`src/isa_pkg.sv`:
```
package isa_pkg;

  // ========================================
  // Register file geometry
  // ========================================
  localparam int REG_N  = 16;  // r0..r15 all general purpose here
  localparam int REG_AW = 4;   // Binary register number

  // ========================================
  // ALU operation codes
  // ========================================
  localparam int ALU_OP_W = 4;

  localparam logic [ALU_OP_W-1:0] OP_MOV = 4'd0;  // dst = src
  localparam logic [ALU_OP_W-1:0] OP_ADD = 4'd1;  // dst = dst + src
  localparam logic [ALU_OP_W-1:0] OP_SUB = 4'd2;  // dst = dst - src
  localparam logic [ALU_OP_W-1:0] OP_CMP = 4'd3;  // SUB for flags only
  localparam logic [ALU_OP_W-1:0] OP_AND = 4'd4;  // dst = dst & src
  localparam logic [ALU_OP_W-1:0] OP_BIT = 4'd5;  // AND for flags only
  localparam logic [ALU_OP_W-1:0] OP_BIC = 4'd6;  // dst = dst & ~src
  localparam logic [ALU_OP_W-1:0] OP_BIS = 4'd7;  // dst = dst | src
  localparam logic [ALU_OP_W-1:0] OP_XOR = 4'd8;  // dst = dst ^ src

  // ========================================
  // Status word {V,N,Z,C}
  // ========================================
  localparam int ST_W = 4;  // Flag count
  localparam int ST_C = 0;  // Carry
  localparam int ST_Z = 1;  // Zero
  localparam int ST_N = 2;  // Negative
  localparam int ST_V = 3;  // Signed overflow

endpackage

```
`src/bus_pkg.sv`:
```
package bus_pkg;

  // ========================================
  // Data widths
  // ========================================
  localparam int DATA_W = 16;  // CPU word
  localparam int BYTE_W = 8;   // One byte lane

  // One data word seen whole or split in lanes
  typedef union packed {
    logic [DATA_W-1:0]      word;  // Full word
    logic [1:0][BYTE_W-1:0] lane;  // lane[1] high byte, lane[0] low byte
  } word_bytes_u;

  // ========================================
  // Memory write masks with one bit per lane
  // ========================================
  localparam logic [1:0] WR_NONE = 2'b00;  // No write
  localparam logic [1:0] WR_LO   = 2'b01;  // Low byte at even address
  localparam logic [1:0] WR_HI   = 2'b10;  // High byte at odd address
  localparam logic [1:0] WR_WORD = 2'b11;  // Both lanes

endpackage

```
`src/register_file.sv`:
```
`timescale 1ns/100ps

module register_file (
  input  logic                        mclk,
  input  logic                        puc_rst,
  input  logic                        wr_en,       // Writeback port
  input  logic [isa_pkg::REG_AW-1:0]  wr_sel,
  input  logic [bus_pkg::DATA_W-1:0]  wr_data,
  input  logic                        dbg_wr,      // Debug port
  input  logic [isa_pkg::REG_AW-1:0]  dbg_sel,
  input  logic [bus_pkg::DATA_W-1:0]  dbg_din,
  input  logic [isa_pkg::REG_AW-1:0]  rd_src_sel,  // Operand reads
  input  logic [isa_pkg::REG_AW-1:0]  rd_dst_sel,
  output logic [bus_pkg::DATA_W-1:0]  rd_src,
  output logic [bus_pkg::DATA_W-1:0]  rd_dst,
  output logic [bus_pkg::DATA_W-1:0]  dbg_dout
);

  logic [bus_pkg::DATA_W-1:0] regs [isa_pkg::REG_N];  // r0..r15

  // ========================================
  // Write port
  // ========================================
  always_ff @(posedge mclk or posedge puc_rst) begin
    if (puc_rst) begin
      for (int i = 0; i < isa_pkg::REG_N; i++) begin
        regs[i] <= '0;                      // All registers clear
      end
    end else if (dbg_wr) begin
      regs[dbg_sel] <= dbg_din;             // Only while pipeline empty
    end else if (wr_en) begin
      regs[wr_sel] <= wr_data;              // Result from writeback
    end
  end

  // ========================================
  // Combinational read ports
  // ========================================
  assign rd_src   = regs[rd_src_sel];       // Source operand
  assign rd_dst   = regs[rd_dst_sel];       // Destination operand
  assign dbg_dout = regs[dbg_sel];          // Debug readback

endmodule

```
`src/operand_stage.sv`:
```
`timescale 1ns/100ps

module operand_stage (
  input  logic                          mclk,
  input  logic                          puc_rst,
  input  logic                          inst_valid,    // Issue strobe
  input  logic [isa_pkg::ALU_OP_W-1:0]  inst_alu_op,
  input  logic                          inst_bw,
  input  logic [isa_pkg::REG_AW-1:0]    inst_src,
  input  logic [isa_pkg::REG_AW-1:0]    inst_dest,
  input  logic                          inst_src_imm,
  input  logic [bus_pkg::DATA_W-1:0]    inst_sext,
  input  logic                          inst_dst_mem,
  input  logic [bus_pkg::DATA_W-1:0]    inst_dext,
  input  logic [bus_pkg::DATA_W-1:0]    rd_src,        // Register file data
  input  logic [bus_pkg::DATA_W-1:0]    rd_dst,
  input  logic                          ex_valid,      // Younger ALU stage
  input  logic                          ex_wr_reg,
  input  logic [isa_pkg::REG_AW-1:0]    ex_dest,
  input  logic [bus_pkg::DATA_W-1:0]    ex_result,
  input  logic                          wb_valid,      // Older writeback stage
  input  logic                          wb_wr_reg,
  input  logic [isa_pkg::REG_AW-1:0]    wb_dest,
  input  logic [bus_pkg::DATA_W-1:0]    wb_result,
  output logic [isa_pkg::REG_AW-1:0]    rd_src_sel,
  output logic [isa_pkg::REG_AW-1:0]    rd_dst_sel,
  output logic                          op_valid,
  output logic [isa_pkg::ALU_OP_W-1:0]  op_alu_op,
  output logic                          op_bw,
  output logic [isa_pkg::REG_AW-1:0]    op_dest,
  output logic                          op_dst_mem,
  output logic [bus_pkg::DATA_W-1:0]    op_addr,
  output logic [bus_pkg::DATA_W-1:0]    op_src,
  output logic [bus_pkg::DATA_W-1:0]    op_dst
);

  logic                       ex_hit_src, ex_hit_dst;  // Match in ALU stage
  logic                       wb_hit_src, wb_hit_dst;  // Match in writeback
  logic [bus_pkg::DATA_W-1:0] fwd_src, fwd_dst;
  logic [bus_pkg::DATA_W-1:0] src_val;

  assign rd_src_sel = inst_src;
  assign rd_dst_sel = inst_dest;

  // ========================================
  // Forwarding where the younger result wins
  // ========================================
  assign ex_hit_src = ex_valid & ex_wr_reg & (ex_dest == inst_src);
  assign ex_hit_dst = ex_valid & ex_wr_reg & (ex_dest == inst_dest);
  assign wb_hit_src = wb_valid & wb_wr_reg & (wb_dest == inst_src);
  assign wb_hit_dst = wb_valid & wb_wr_reg & (wb_dest == inst_dest);

  assign fwd_src = ex_hit_src ? ex_result : wb_hit_src ? wb_result : rd_src;
  assign fwd_dst = ex_hit_dst ? ex_result : wb_hit_dst ? wb_result : rd_dst;
  assign src_val = inst_src_imm ? inst_sext : fwd_src;  // Immediate or register

  // ========================================
  // Pipeline registers
  // ========================================
  always_ff @(posedge mclk or posedge puc_rst) begin
    if (puc_rst) op_valid <= 1'b0;
    else         op_valid <= inst_valid;
  end

  always_ff @(posedge mclk) begin
    if (inst_valid) begin
      op_alu_op  <= inst_alu_op;
      op_bw      <= inst_bw;
      op_dest    <= inst_dest;
      op_dst_mem <= inst_dst_mem;
      op_addr    <= inst_dext;                // Absolute address
      op_src     <= src_val;
      op_dst     <= fwd_dst;
    end
  end

endmodule

```
`src/alu_stage.sv`:
```
`timescale 1ns/100ps

module alu_stage (
  input  logic                          mclk,
  input  logic                          puc_rst,
  input  logic                          op_valid,
  input  logic [isa_pkg::ALU_OP_W-1:0]  op_alu_op,
  input  logic                          op_bw,
  input  logic [isa_pkg::REG_AW-1:0]    op_dest,
  input  logic                          op_dst_mem,
  input  logic [bus_pkg::DATA_W-1:0]    op_addr,
  input  logic [bus_pkg::DATA_W-1:0]    op_src,
  input  logic [bus_pkg::DATA_W-1:0]    op_dst,
  output logic                          ex_valid,     // Forwarding view
  output logic                          ex_wr_reg,
  output logic [isa_pkg::REG_AW-1:0]    ex_dest,
  output logic [bus_pkg::DATA_W-1:0]    ex_result,
  output logic [isa_pkg::ST_W-1:0]      ex_flags,
  output logic                          ex_flags_wr,
  output logic                          wb_valid,     // Registered for writeback
  output logic                          wb_wr_reg,
  output logic                          wb_wr_mem,
  output logic                          wb_bw,
  output logic [isa_pkg::REG_AW-1:0]    wb_dest,
  output logic [bus_pkg::DATA_W-1:0]    wb_addr,
  output logic [bus_pkg::DATA_W-1:0]    wb_result,
  output logic [isa_pkg::ST_W-1:0]      wb_flags,
  output logic                          wb_flags_wr
);

  localparam int DW = bus_pkg::DATA_W;
  localparam int BW = bus_pkg::BYTE_W;

  bus_pkg::word_bytes_u src_u, dst_u, sum_u;
  logic [DW-1:0] src_a, dst_b, addend, alu_res;
  logic [DW:0]   sum;                         // Extra bit for word carry
  logic          sub_op, no_wr, flag_wr;
  logic          carry, zero, res_msb, src_msb, dst_msb, add_msb;

  function automatic logic msb_of(input logic [DW-1:0] v, input logic bw);
    return bw ? v[BW-1] : v[DW-1];            // Sign bit of active width
  endfunction

  // ========================================
  // Operands with byte mode on low lane
  // ========================================
  assign src_u = op_src;
  assign dst_u = op_dst;
  assign src_a = op_bw ? {{BW{1'b0}}, src_u.lane[0]} : src_u.word;
  assign dst_b = op_bw ? {{BW{1'b0}}, dst_u.lane[0]} : dst_u.word;

  // SUB and CMP add the inverted source plus one
  assign sub_op = (op_alu_op == isa_pkg::OP_SUB) | (op_alu_op == isa_pkg::OP_CMP);
  assign addend = !sub_op ? src_a :
                  op_bw   ? {{BW{1'b0}}, ~src_u.lane[0]} : ~src_a;
  assign sum    = {1'b0, dst_b} + {1'b0, addend} + {{DW{1'b0}}, sub_op};
  assign sum_u  = sum[DW-1:0];
  assign carry  = op_bw ? sum[BW] : sum[DW];  // Carry out means no borrow for SUB

  always_comb begin
    case (op_alu_op)
      isa_pkg::OP_ADD, isa_pkg::OP_SUB, isa_pkg::OP_CMP:
        alu_res = op_bw ? {{BW{1'b0}}, sum_u.lane[0]} : sum_u.word;
      isa_pkg::OP_AND, isa_pkg::OP_BIT: alu_res = src_a & dst_b;
      isa_pkg::OP_BIC:                  alu_res = ~src_a & dst_b;
      isa_pkg::OP_BIS:                  alu_res = src_a | dst_b;
      isa_pkg::OP_XOR:                  alu_res = src_a ^ dst_b;
      default:                          alu_res = src_a;  // MOV
    endcase
  end

  // ========================================
  // Status flags
  // ========================================
  assign zero    = (alu_res == '0);           // Upper byte already zero
  assign res_msb = msb_of(alu_res, op_bw);
  assign src_msb = msb_of(src_a, op_bw);
  assign dst_msb = msb_of(dst_b, op_bw);
  assign add_msb = msb_of(addend, op_bw);

  always_comb begin
    ex_flags             = '0;
    ex_flags[isa_pkg::ST_N] = res_msb;
    ex_flags[isa_pkg::ST_Z] = zero;
    ex_flags[isa_pkg::ST_C] = ~zero;          // Logic ops
    case (op_alu_op)
      isa_pkg::OP_ADD, isa_pkg::OP_SUB, isa_pkg::OP_CMP: begin
        ex_flags[isa_pkg::ST_C] = carry;
        ex_flags[isa_pkg::ST_V] = (add_msb == dst_msb) & (res_msb != dst_msb);
      end
      isa_pkg::OP_XOR: ex_flags[isa_pkg::ST_V] = src_msb & dst_msb;  // Both negative
      default:         ex_flags[isa_pkg::ST_V] = 1'b0;
    endcase
  end

  assign flag_wr = !((op_alu_op == isa_pkg::OP_MOV) | (op_alu_op == isa_pkg::OP_BIC) |
                     (op_alu_op == isa_pkg::OP_BIS));
  assign no_wr   = (op_alu_op == isa_pkg::OP_CMP) | (op_alu_op == isa_pkg::OP_BIT);

  assign ex_valid    = op_valid;
  assign ex_wr_reg   = op_valid & ~no_wr & ~op_dst_mem;  // Memory dest skips regs
  assign ex_dest     = op_dest;
  assign ex_result   = alu_res;
  assign ex_flags_wr = op_valid & flag_wr;

  // ========================================
  // Writeback registers
  // ========================================
  always_ff @(posedge mclk or posedge puc_rst) begin
    if (puc_rst) begin
      wb_valid    <= 1'b0;
      wb_wr_reg   <= 1'b0;
      wb_wr_mem   <= 1'b0;
      wb_flags_wr <= 1'b0;
    end else begin
      wb_valid    <= op_valid;
      wb_wr_reg   <= ex_wr_reg;
      wb_wr_mem   <= op_valid & ~no_wr & op_dst_mem;
      wb_flags_wr <= ex_flags_wr;
    end
  end

  always_ff @(posedge mclk) begin
    wb_bw     <= op_bw;
    wb_dest   <= op_dest;
    wb_addr   <= op_addr;
    wb_result <= alu_res;
    wb_flags  <= ex_flags;
  end

endmodule

```
`src/writeback_stage.sv`:
```
`timescale 1ns/100ps

module writeback_stage (
  input  logic                        mclk,
  input  logic                        puc_rst,
  input  logic                        wb_valid,
  input  logic                        wb_wr_reg,
  input  logic                        wb_wr_mem,
  input  logic                        wb_bw,
  input  logic [isa_pkg::REG_AW-1:0]  wb_dest,
  input  logic [bus_pkg::DATA_W-1:0]  wb_addr,
  input  logic [bus_pkg::DATA_W-1:0]  wb_result,
  input  logic [isa_pkg::ST_W-1:0]    wb_flags,
  input  logic                        wb_flags_wr,
  output logic                        wr_en,      // Register file write
  output logic [isa_pkg::REG_AW-1:0]  wr_sel,
  output logic [bus_pkg::DATA_W-1:0]  wr_data,
  output logic [isa_pkg::ST_W-1:0]    status,     // {V,N,Z,C}
  output logic [bus_pkg::DATA_W-1:0]  mab,        // Memory write bus
  output logic                        mb_en,
  output logic [1:0]                  mb_wr,
  output logic [bus_pkg::DATA_W-1:0]  mdb_out
);

  bus_pkg::word_bytes_u res_u;

  assign res_u = wb_result;

  // ========================================
  // Register file and status
  // ========================================
  assign wr_en   = wb_valid & wb_wr_reg;
  assign wr_sel  = wb_dest;
  assign wr_data = wb_result;

  always_ff @(posedge mclk or posedge puc_rst) begin
    if (puc_rst) begin
      status <= '0;
    end else if (wb_valid & wb_flags_wr) begin
      status <= wb_flags;                     // MOV/BIC/BIS keep old flags
    end
  end

  // ========================================
  // Memory write for one cycle per instruction
  // ========================================
  assign mb_en = wb_valid & wb_wr_mem;
  assign mab   = wb_addr;

  always_comb begin
    if (!mb_en)      mb_wr = bus_pkg::WR_NONE;
    else if (!wb_bw) mb_wr = bus_pkg::WR_WORD;  // Bit 0 ignored
    else if (wb_addr[0]) mb_wr = bus_pkg::WR_HI;  // Odd byte
    else             mb_wr = bus_pkg::WR_LO;
  end

  // Byte result shows on both lanes
  assign mdb_out = wb_bw ? {2{res_u.lane[0]}} : res_u.word;

endmodule

```
`src/exec_unit.sv`:
```
`timescale 1ns/100ps

module exec_unit (
  input  logic                          mclk,
  input  logic                          puc_rst,
  input  logic                          inst_valid,    // One strobe per instruction
  input  logic [isa_pkg::ALU_OP_W-1:0]  inst_alu_op,
  input  logic                          inst_bw,       // Byte width
  input  logic [isa_pkg::REG_AW-1:0]    inst_src,
  input  logic [isa_pkg::REG_AW-1:0]    inst_dest,
  input  logic                          inst_src_imm,  // Source from inst_sext
  input  logic [bus_pkg::DATA_W-1:0]    inst_sext,
  input  logic                          inst_dst_mem,  // Result to memory
  input  logic [bus_pkg::DATA_W-1:0]    inst_dext,     // Absolute address
  input  logic                          dbg_reg_wr,
  input  logic [isa_pkg::REG_AW-1:0]    dbg_reg_sel,
  input  logic [bus_pkg::DATA_W-1:0]    dbg_reg_din,
  output logic [bus_pkg::DATA_W-1:0]    dbg_reg_dout,
  output logic [isa_pkg::ST_W-1:0]      status,        // {V,N,Z,C}
  output logic [bus_pkg::DATA_W-1:0]    mab,
  output logic                          mb_en,
  output logic [1:0]                    mb_wr,
  output logic [bus_pkg::DATA_W-1:0]    mdb_out
);

  // ========================================
  // Interconnect
  // ========================================
  logic [isa_pkg::REG_AW-1:0]   rd_src_sel, rd_dst_sel, wr_sel;
  logic [bus_pkg::DATA_W-1:0]   rd_src, rd_dst, wr_data;
  logic                         wr_en;
  logic                         op_valid, op_bw, op_dst_mem;
  logic [isa_pkg::ALU_OP_W-1:0] op_alu_op;
  logic [isa_pkg::REG_AW-1:0]   op_dest;
  logic [bus_pkg::DATA_W-1:0]   op_addr, op_src, op_dst;
  logic                         ex_valid, ex_wr_reg;
  logic [isa_pkg::REG_AW-1:0]   ex_dest;
  logic [bus_pkg::DATA_W-1:0]   ex_result;
  logic                         wb_valid, wb_wr_reg, wb_wr_mem, wb_bw, wb_flags_wr;
  logic [isa_pkg::REG_AW-1:0]   wb_dest;
  logic [bus_pkg::DATA_W-1:0]   wb_addr, wb_result;
  logic [isa_pkg::ST_W-1:0]     wb_flags;

  register_file u_regs (
    .mclk, .puc_rst, .wr_en, .wr_sel, .wr_data,
    .dbg_wr     (dbg_reg_wr),                 // Debug port shares write path
    .dbg_sel    (dbg_reg_sel),
    .dbg_din    (dbg_reg_din),
    .rd_src_sel, .rd_dst_sel, .rd_src, .rd_dst,
    .dbg_dout   (dbg_reg_dout)
  );

  operand_stage u_operand (
    .mclk, .puc_rst, .inst_valid, .inst_alu_op, .inst_bw, .inst_src, .inst_dest,
    .inst_src_imm, .inst_sext, .inst_dst_mem, .inst_dext, .rd_src, .rd_dst,
    .ex_valid, .ex_wr_reg, .ex_dest, .ex_result,    // Younger forward
    .wb_valid, .wb_wr_reg, .wb_dest, .wb_result,    // Older forward
    .rd_src_sel, .rd_dst_sel, .op_valid, .op_alu_op, .op_bw, .op_dest,
    .op_dst_mem, .op_addr, .op_src, .op_dst
  );

  alu_stage u_alu (
    .mclk, .puc_rst, .op_valid, .op_alu_op, .op_bw, .op_dest, .op_dst_mem,
    .op_addr, .op_src, .op_dst, .ex_valid, .ex_wr_reg, .ex_dest, .ex_result,
    .ex_flags   (),                           // Flags reach status via writeback
    .ex_flags_wr(),
    .wb_valid, .wb_wr_reg, .wb_wr_mem, .wb_bw, .wb_dest, .wb_addr, .wb_result,
    .wb_flags, .wb_flags_wr
  );

  writeback_stage u_wb (
    .mclk, .puc_rst, .wb_valid, .wb_wr_reg, .wb_wr_mem, .wb_bw, .wb_dest,
    .wb_addr, .wb_result, .wb_flags, .wb_flags_wr,
    .wr_en, .wr_sel, .wr_data, .status,
    .mab, .mb_en, .mb_wr, .mdb_out            // Memory bus driven for one cycle
  );

endmodule

```
`config.mk`:
```
export PLATFORM = sky130hd
export DESIGN_NAME = exec_unit
export DESIGN_NICKNAME = d
export VERILOG_FILES = /design/src/isa_pkg.sv /design/src/bus_pkg.sv /design/src/register_file.sv /design/src/operand_stage.sv /design/src/alu_stage.sv /design/src/writeback_stage.sv /design/src/exec_unit.sv
export SDC_FILE = /design/constraint.sdc
export NUM_CORES = 1
export LEC_CHECK = 0
export BUFFER_PORTS_ARGS = -buffer_cell sky130_fd_sc_hd__clkbuf_2
export CAP_MARGIN = 20
export CORE_UTILIZATION = 32
export DETAILED_ROUTE_END_ITERATION = 16
export GPL_TIMING_DRIVEN = 0
export PLACE_DENSITY = 0.46
export SYNTH_ARGS = -nofsm -noshare
export SYNTH_HDL_FRONTEND = slang
export SYNTH_SLANG_ARGS = --single-unit
```
`constraint.sdc`:
```
create_clock -name mclk -period 11.9 [get_ports mclk]
set_input_delay 1.785 -clock mclk [delete_from_list [all_inputs] [get_ports mclk]]
set_output_delay 1.785 -clock mclk [all_outputs]
set_load 0.005 [all_outputs]
```
Word level (Yosys, flattened, before mapping)
Cells that the tools add are included.
- bits in registers: 364
- input bits: 71
- output and inout port bits: 55
- logic and storage cells: 134
- add/sub/neg operators: 2
- order comparisons: 6
- equality and inequality tests: 14
- mux-type cells: 39
- bitwise logic cells: 31
- reduce and logical (&&, ||, !) cells: 8
- operators by type and width (operator ; number):
    256-bit bitwise mux ; 2
    256-bit two-way mux ; 2
    16-bit two-way mux ; 19
    16-bit binary-select mux with 4-bit select ; 3
    16-bit demux with 4-bit select ; 2
    16-bit case mux with 5 select lines ; 1
    16-bit AND ; 2
    5-bit greater-or-equal comparator (second input constant) ; 4
    4-bit NOT with 5-bit output ; 4
    16-bit by 16-bit adder with 17-bit output ; 1
    17-bit by 1-bit adder with 17-bit output ; 1
    4-bit by 3-bit == test with 1-bit output (second input constant) ; 4
    4-bit == test ; 4
    16-bit logical NOT ; 1
    16-bit NOT ; 1
    16-bit bitwise OR ; 1
    16-bit bitwise XOR ; 1
    1-bit AND ; 14
    5-bit by 1-bit < comparator with 1-bit output (second input constant) ; 2
    4-bit by 2-bit == test with 1-bit output (second input constant) ; 2
    8-bit NOT ; 1
    1-bit two-way mux ; 6
    2-bit two-way mux ; 3
    4-bit by 1-bit == test with 1-bit output (second input constant) ; 1
    other kinds (12) ; 18

Logic depth before layout (Yosys ltp)
- word-level depth: 12
- gate-level depth with buffers: 16

Cells and area by module
A second synthesis with hierarchy kept.
- cell total of the unflattened synthesis: 2188
- area total of the unflattened synthesis: 25011.5 um^2
- modules (own cells, without submodules) (module ; times used ; cells each ; area each (um^2)):
    register_file ; 1 ; 1452 ; 17942.2
    alu_stage ; 1 ; 450 ; 3537.1
    operand_stage ; 1 ; 217 ; 2901.5
    writeback_stage ; 1 ; 69 ; 630.6

Worst setup path before layout
No wires, ideal clock.
- kind: input-to-output
- start point: input port dbg_reg_sel[0] (netlist bit)
- end point: output port dbg_reg_dout[0] (netlist bit)
- arrival: 3.973 ns
- required time: 10.115 ns
- path slack: 6.142 ns
- cell stages on the path: 5
- buffers on the path: 3
- path through: clkbuf_1 buf_1 buf_1 mux4_2 mux4_2
- cells in the longest elaborated chain, start to end: 4
- RTL lines (what ; line ; RTL):
    from (decl) ; exec_unit.sv:16 ; input logic [isa_pkg::REG_AW-1:0] dbg_reg_sel,
    4-bit NOT with 5-bit output (implied by the code) ; register_file.sv:41 ; assign dbg_dout = regs[dbg_sel];
    16-bit binary-select mux with 4-bit select ; register_file.sv:41 ;
    16-bit two-way mux (implied by the code) (2 in a row) ; register_file.sv:41 ;
    to (decl) ; exec_unit.sv:18 ; output logic [bus_pkg::DATA_W-1:0] dbg_reg_dout,
Every way passes these cells. The select of a mux whose other input is x is not followed.

Final worst setup path
- start point: input port dbg_reg_sel[0] (netlist bit)
- end point: output port dbg_reg_dout[6] (netlist bit)
The elaborated chain is that of the path after synthesis.

==> flow_metrics.env <==
export IMPL_num_rows=100
export IMPL_die_width_um=277
export IMPL_final_antenna_net_count=0
export IMPL_synthFlopType="dfrtp_1"
export IMPL_fin_nets=2534
export IMPL_post_cts_buffers=0
export IMPL_drc=0
export IMPL_synth_avg_cell_area_um2=10.7
export IMPL_io_pins=126
export IMPL_first_pass_iters=9
export IMPL_final_cell_mix="340 x nand2_1, 290 x o21ai_0, 265 x dfrtp_1"
export IMPL_period_share_pct=58.1
export IMPL_finalWirelength_mm=102
export IMPL_crit_type="in -> out"
export IMPL_cts_resized=0
export IMPL_path_clk_slew_ns=0.05
export IMPL_cts_sinks=364
export IMPL_cts_htree_levels=2
export IMPL_clock_root_buffer="clkbuf_16"
export IMPL_max_clock_path_buffers=3
export IMPL_fillers=7479
export IMPL_status="completed"
export IMPL_grt_use_total_pct=26.5
export IMPL_skew_ns=0.0191
export IMPL_r2r_cells=15
export IMPL_rsz0062_at_grt="no"
export IMPL_holdPathStages=0
export IMPL_max_slew_margin_rel_pct=24.7
export IMPL_initial_core_util_pct=32.4
export IMPL_drive_gt1_share_pct=20.1
export IMPL_post_drt_via_cell_ratio=6.00
export IMPL_synthCells=2250
export IMPL_vias=20642
export IMPL_setup_violations=0
export IMPL_dp_cells=3346
export IMPL_critPathLaunchType="input pin"
export IMPL_worstPathMaxFanout=10
export IMPL_wl_per_cell_um=29.8
export IMPL_core_area_mm2=0.0746
export IMPL_critPathRequiredTime_ns=10.12
export IMPL_final_common_cell="nand2_1"
export IMPL_grt_start_max_net_pins=119
export IMPL_postLayoutCoreUtil_pct=37.3
export IMPL_ys_seq_area_share_pct=38.1
export IMPL_fin_cells=3439
export IMPL_tightest_slew_ns=1.13
export IMPL_antenna_found_initial=0
export IMPL_hold_viol=0
export IMPL_dr_first_iter_drc_count=2255
export IMPL_min_from="u_operand.op_addr[14]$_DFFE_PP_"
export IMPL_syn2layout_area_growth_pct=15.0
export IMPL_clk_insertion_delay_late_ns=0.61
export IMPL_fmax_mhz=145
export IMPL_power_leakage_nw=10.6
export IMPL_period_needed_ns=6.91
export IMPL_synth_net_count=2355
export IMPL_setup_slack_ns=4.99
export IMPL_dp_slack_ns=4.85
export IMPL_rr_endpoint="u_alu.wb_flags[0]$_DFF_P_"
export IMPL_overflow=0
export IMPL_hold_buffers=0
export IMPL_worstHoldEndpoint="u_alu.wb_addr[14]$_DFF_P_"
export IMPL_ff2ff_setup_slack_ns=6.13
export IMPL_slew_viol_final=0
export IMPL_dieArea_mm2=0.0766
export IMPL_async_reset_ff_share_pct=72.8
export IMPL_synth_area_mm2=0.0242
export IMPL_powerDensity_mw_per_mm2=131
export IMPL_cts_tree="yes"
export IMPL_yosysUniqueCellTypes=82
export IMPL_io_buffer_count=119
export IMPL_grt_pass1_wl_mm=147
export IMPL_cts_buffers=48
export IMPL_largest_reg_flops=256
export IMPL_max_cap_viol_count=0
export IMPL_worstHoldPathType="reg -> reg"
export IMPL_grt_pass1_vias=21042
export IMPL_setup_tns_ns=0
export IMPL_multiInputGateArea_mm2=0.0138
export IMPL_hold_ws_ns=0.337
export IMPL_seq_area_mm2=0.00919
export IMPL_hpwl_mm=82.5
export IMPL_reg2reg_from="u_operand.op_alu_op[2]$_DFFE_PP_"
export IMPL_cp_end_kind="output port"
export IMPL_cp_arrival_ns=5.12
export IMPL_ys_warnings_count=0
export IMPL_synth_edf_count=58
export IMPL_ys_seq_elements=364
export IMPL_peakVddDrop_mv=0.100
export IMPL_regMostFlops="u_regs.regs"
export IMPL_gp_congestion=0.993
export IMPL_die_h_um=277
cells in the mapped netlist (all sizes together), types with 4 or more instances:
cell type / number / area, µm²
nand4b: 4 / 35.0
xnor2: 35 / 307
nand2b: 34 / 213
o22a: 240 / 2100
a21oi: 71 / 359
o211ai: 8 / 60.1
xor2: 15 / 131
nor3: 28 / 151
a211oi: 5 / 37.5
dfrtp: 265 / 6630
mux2i: 34 / 340
dfxtp: 41 / 821
nor2: 70 / 265
o22ai: 6 / 37.5
nor4: 4 / 25.0
nor3b: 5 / 37.5
nor2b: 10 / 62.6
a31oi: 14 / 87.6
edfxtp: 58 / 1740
or4: 4 / 33.8
clkbuf: 173 / 649
o31ai: 4 / 30.0
a22oi: 17 / 128
buf: 57 / 304
nand3: 24 / 120
mux4: 240 / 5410
nand4: 6 / 37.5
o21ai: 292 / 1470
ha: 33 / 413
inv: 42 / 158
mux2: 12 / 135
nand2: 340 / 1280
o21a: 4 / 30.0
cell families after synthesis:
family | after synthesis | share of synthesized area (%)
AOI/OAI and AO/OA | 697 | 19.4
and+or+nand+nor | 547 | 10.0
DFF | 364 | 38.1
muxes | 286 | 24.3
buffers and inverters | 272 | 4.60
xor gates and xnor gates | 50 | 1.81
adders and majority gates | 34 | 1.79
worst max-delay path, cell delays in order:
cell and delay (ns):
clkbuf_1 0.31, buf_1 0.82, clkbuf_1 0.82, mux4_2 0.68, mux4_2 0.56, clkbuf_2 0.15
final cells by class:
| type | instances | share of cell area [%] |
|---|---|---|
| antenna | 3 | 0.0270 |
| buffer | 230 | 3.43 |
| clock buffer | 72 | 5.20 |
| clock inverter | 16 | 0.531 |
| inverter | 42 | 0.594 |
| multi-input combinational | 1614 | 49.8 |
| sequential | 364 | 33.1 |
| tap | 969 | 4.36 |
| timing repair buffer | 129 | 2.93 |
routing by layer:
layer / part of all wire (%) / vias up / global-route usage, %
met5: 0 / - / 0
li1: - / 8961 / -
met2: 49 / 991 / 45.2
met4: 3.9 / 0 / 9.47
met3: 7.5 / 198 / 4.29
met1: 40 / 10492 / 33.9
worst max path at each step:
stage	start	to	cells after the start
finish	dbg_reg_sel[0]	dbg_reg_dout[6]	6
detailed placement	dbg_reg_sel[0]	dbg_reg_dout[4]	6
CTS	dbg_reg_sel[0]	dbg_reg_dout[15]	6
global route	dbg_reg_sel[0]	dbg_reg_dout[9]	6
floorplan	puc_rst	u_alu.wb_flags_wr$_DFF_PP0_	1
global placement	puc_rst	u_wb.status[0]$_DFFE_PP0P_	2
through the flow:
step                power, mW  area, µm²
finish                   3.63      27800
CTS                      3.65      27800
detailed placement       2.16      26200
floorplan                1.86      24200
global route             3.77      27800
global placement         2.14      26000
power by group:
| part | total, mW | leakage, nW | switching, mW | internal, mW |
|---|---|---|---|---|
| clock | 1.48 | 0.788 | 0.604 | 0.881 |
| combinational | 0.692 | 5.20 | 0.418 | 0.274 |
| sequential | 1.46 | 4.56 | 0.107 | 1.35 |
(Power assumes the default switching activity.)
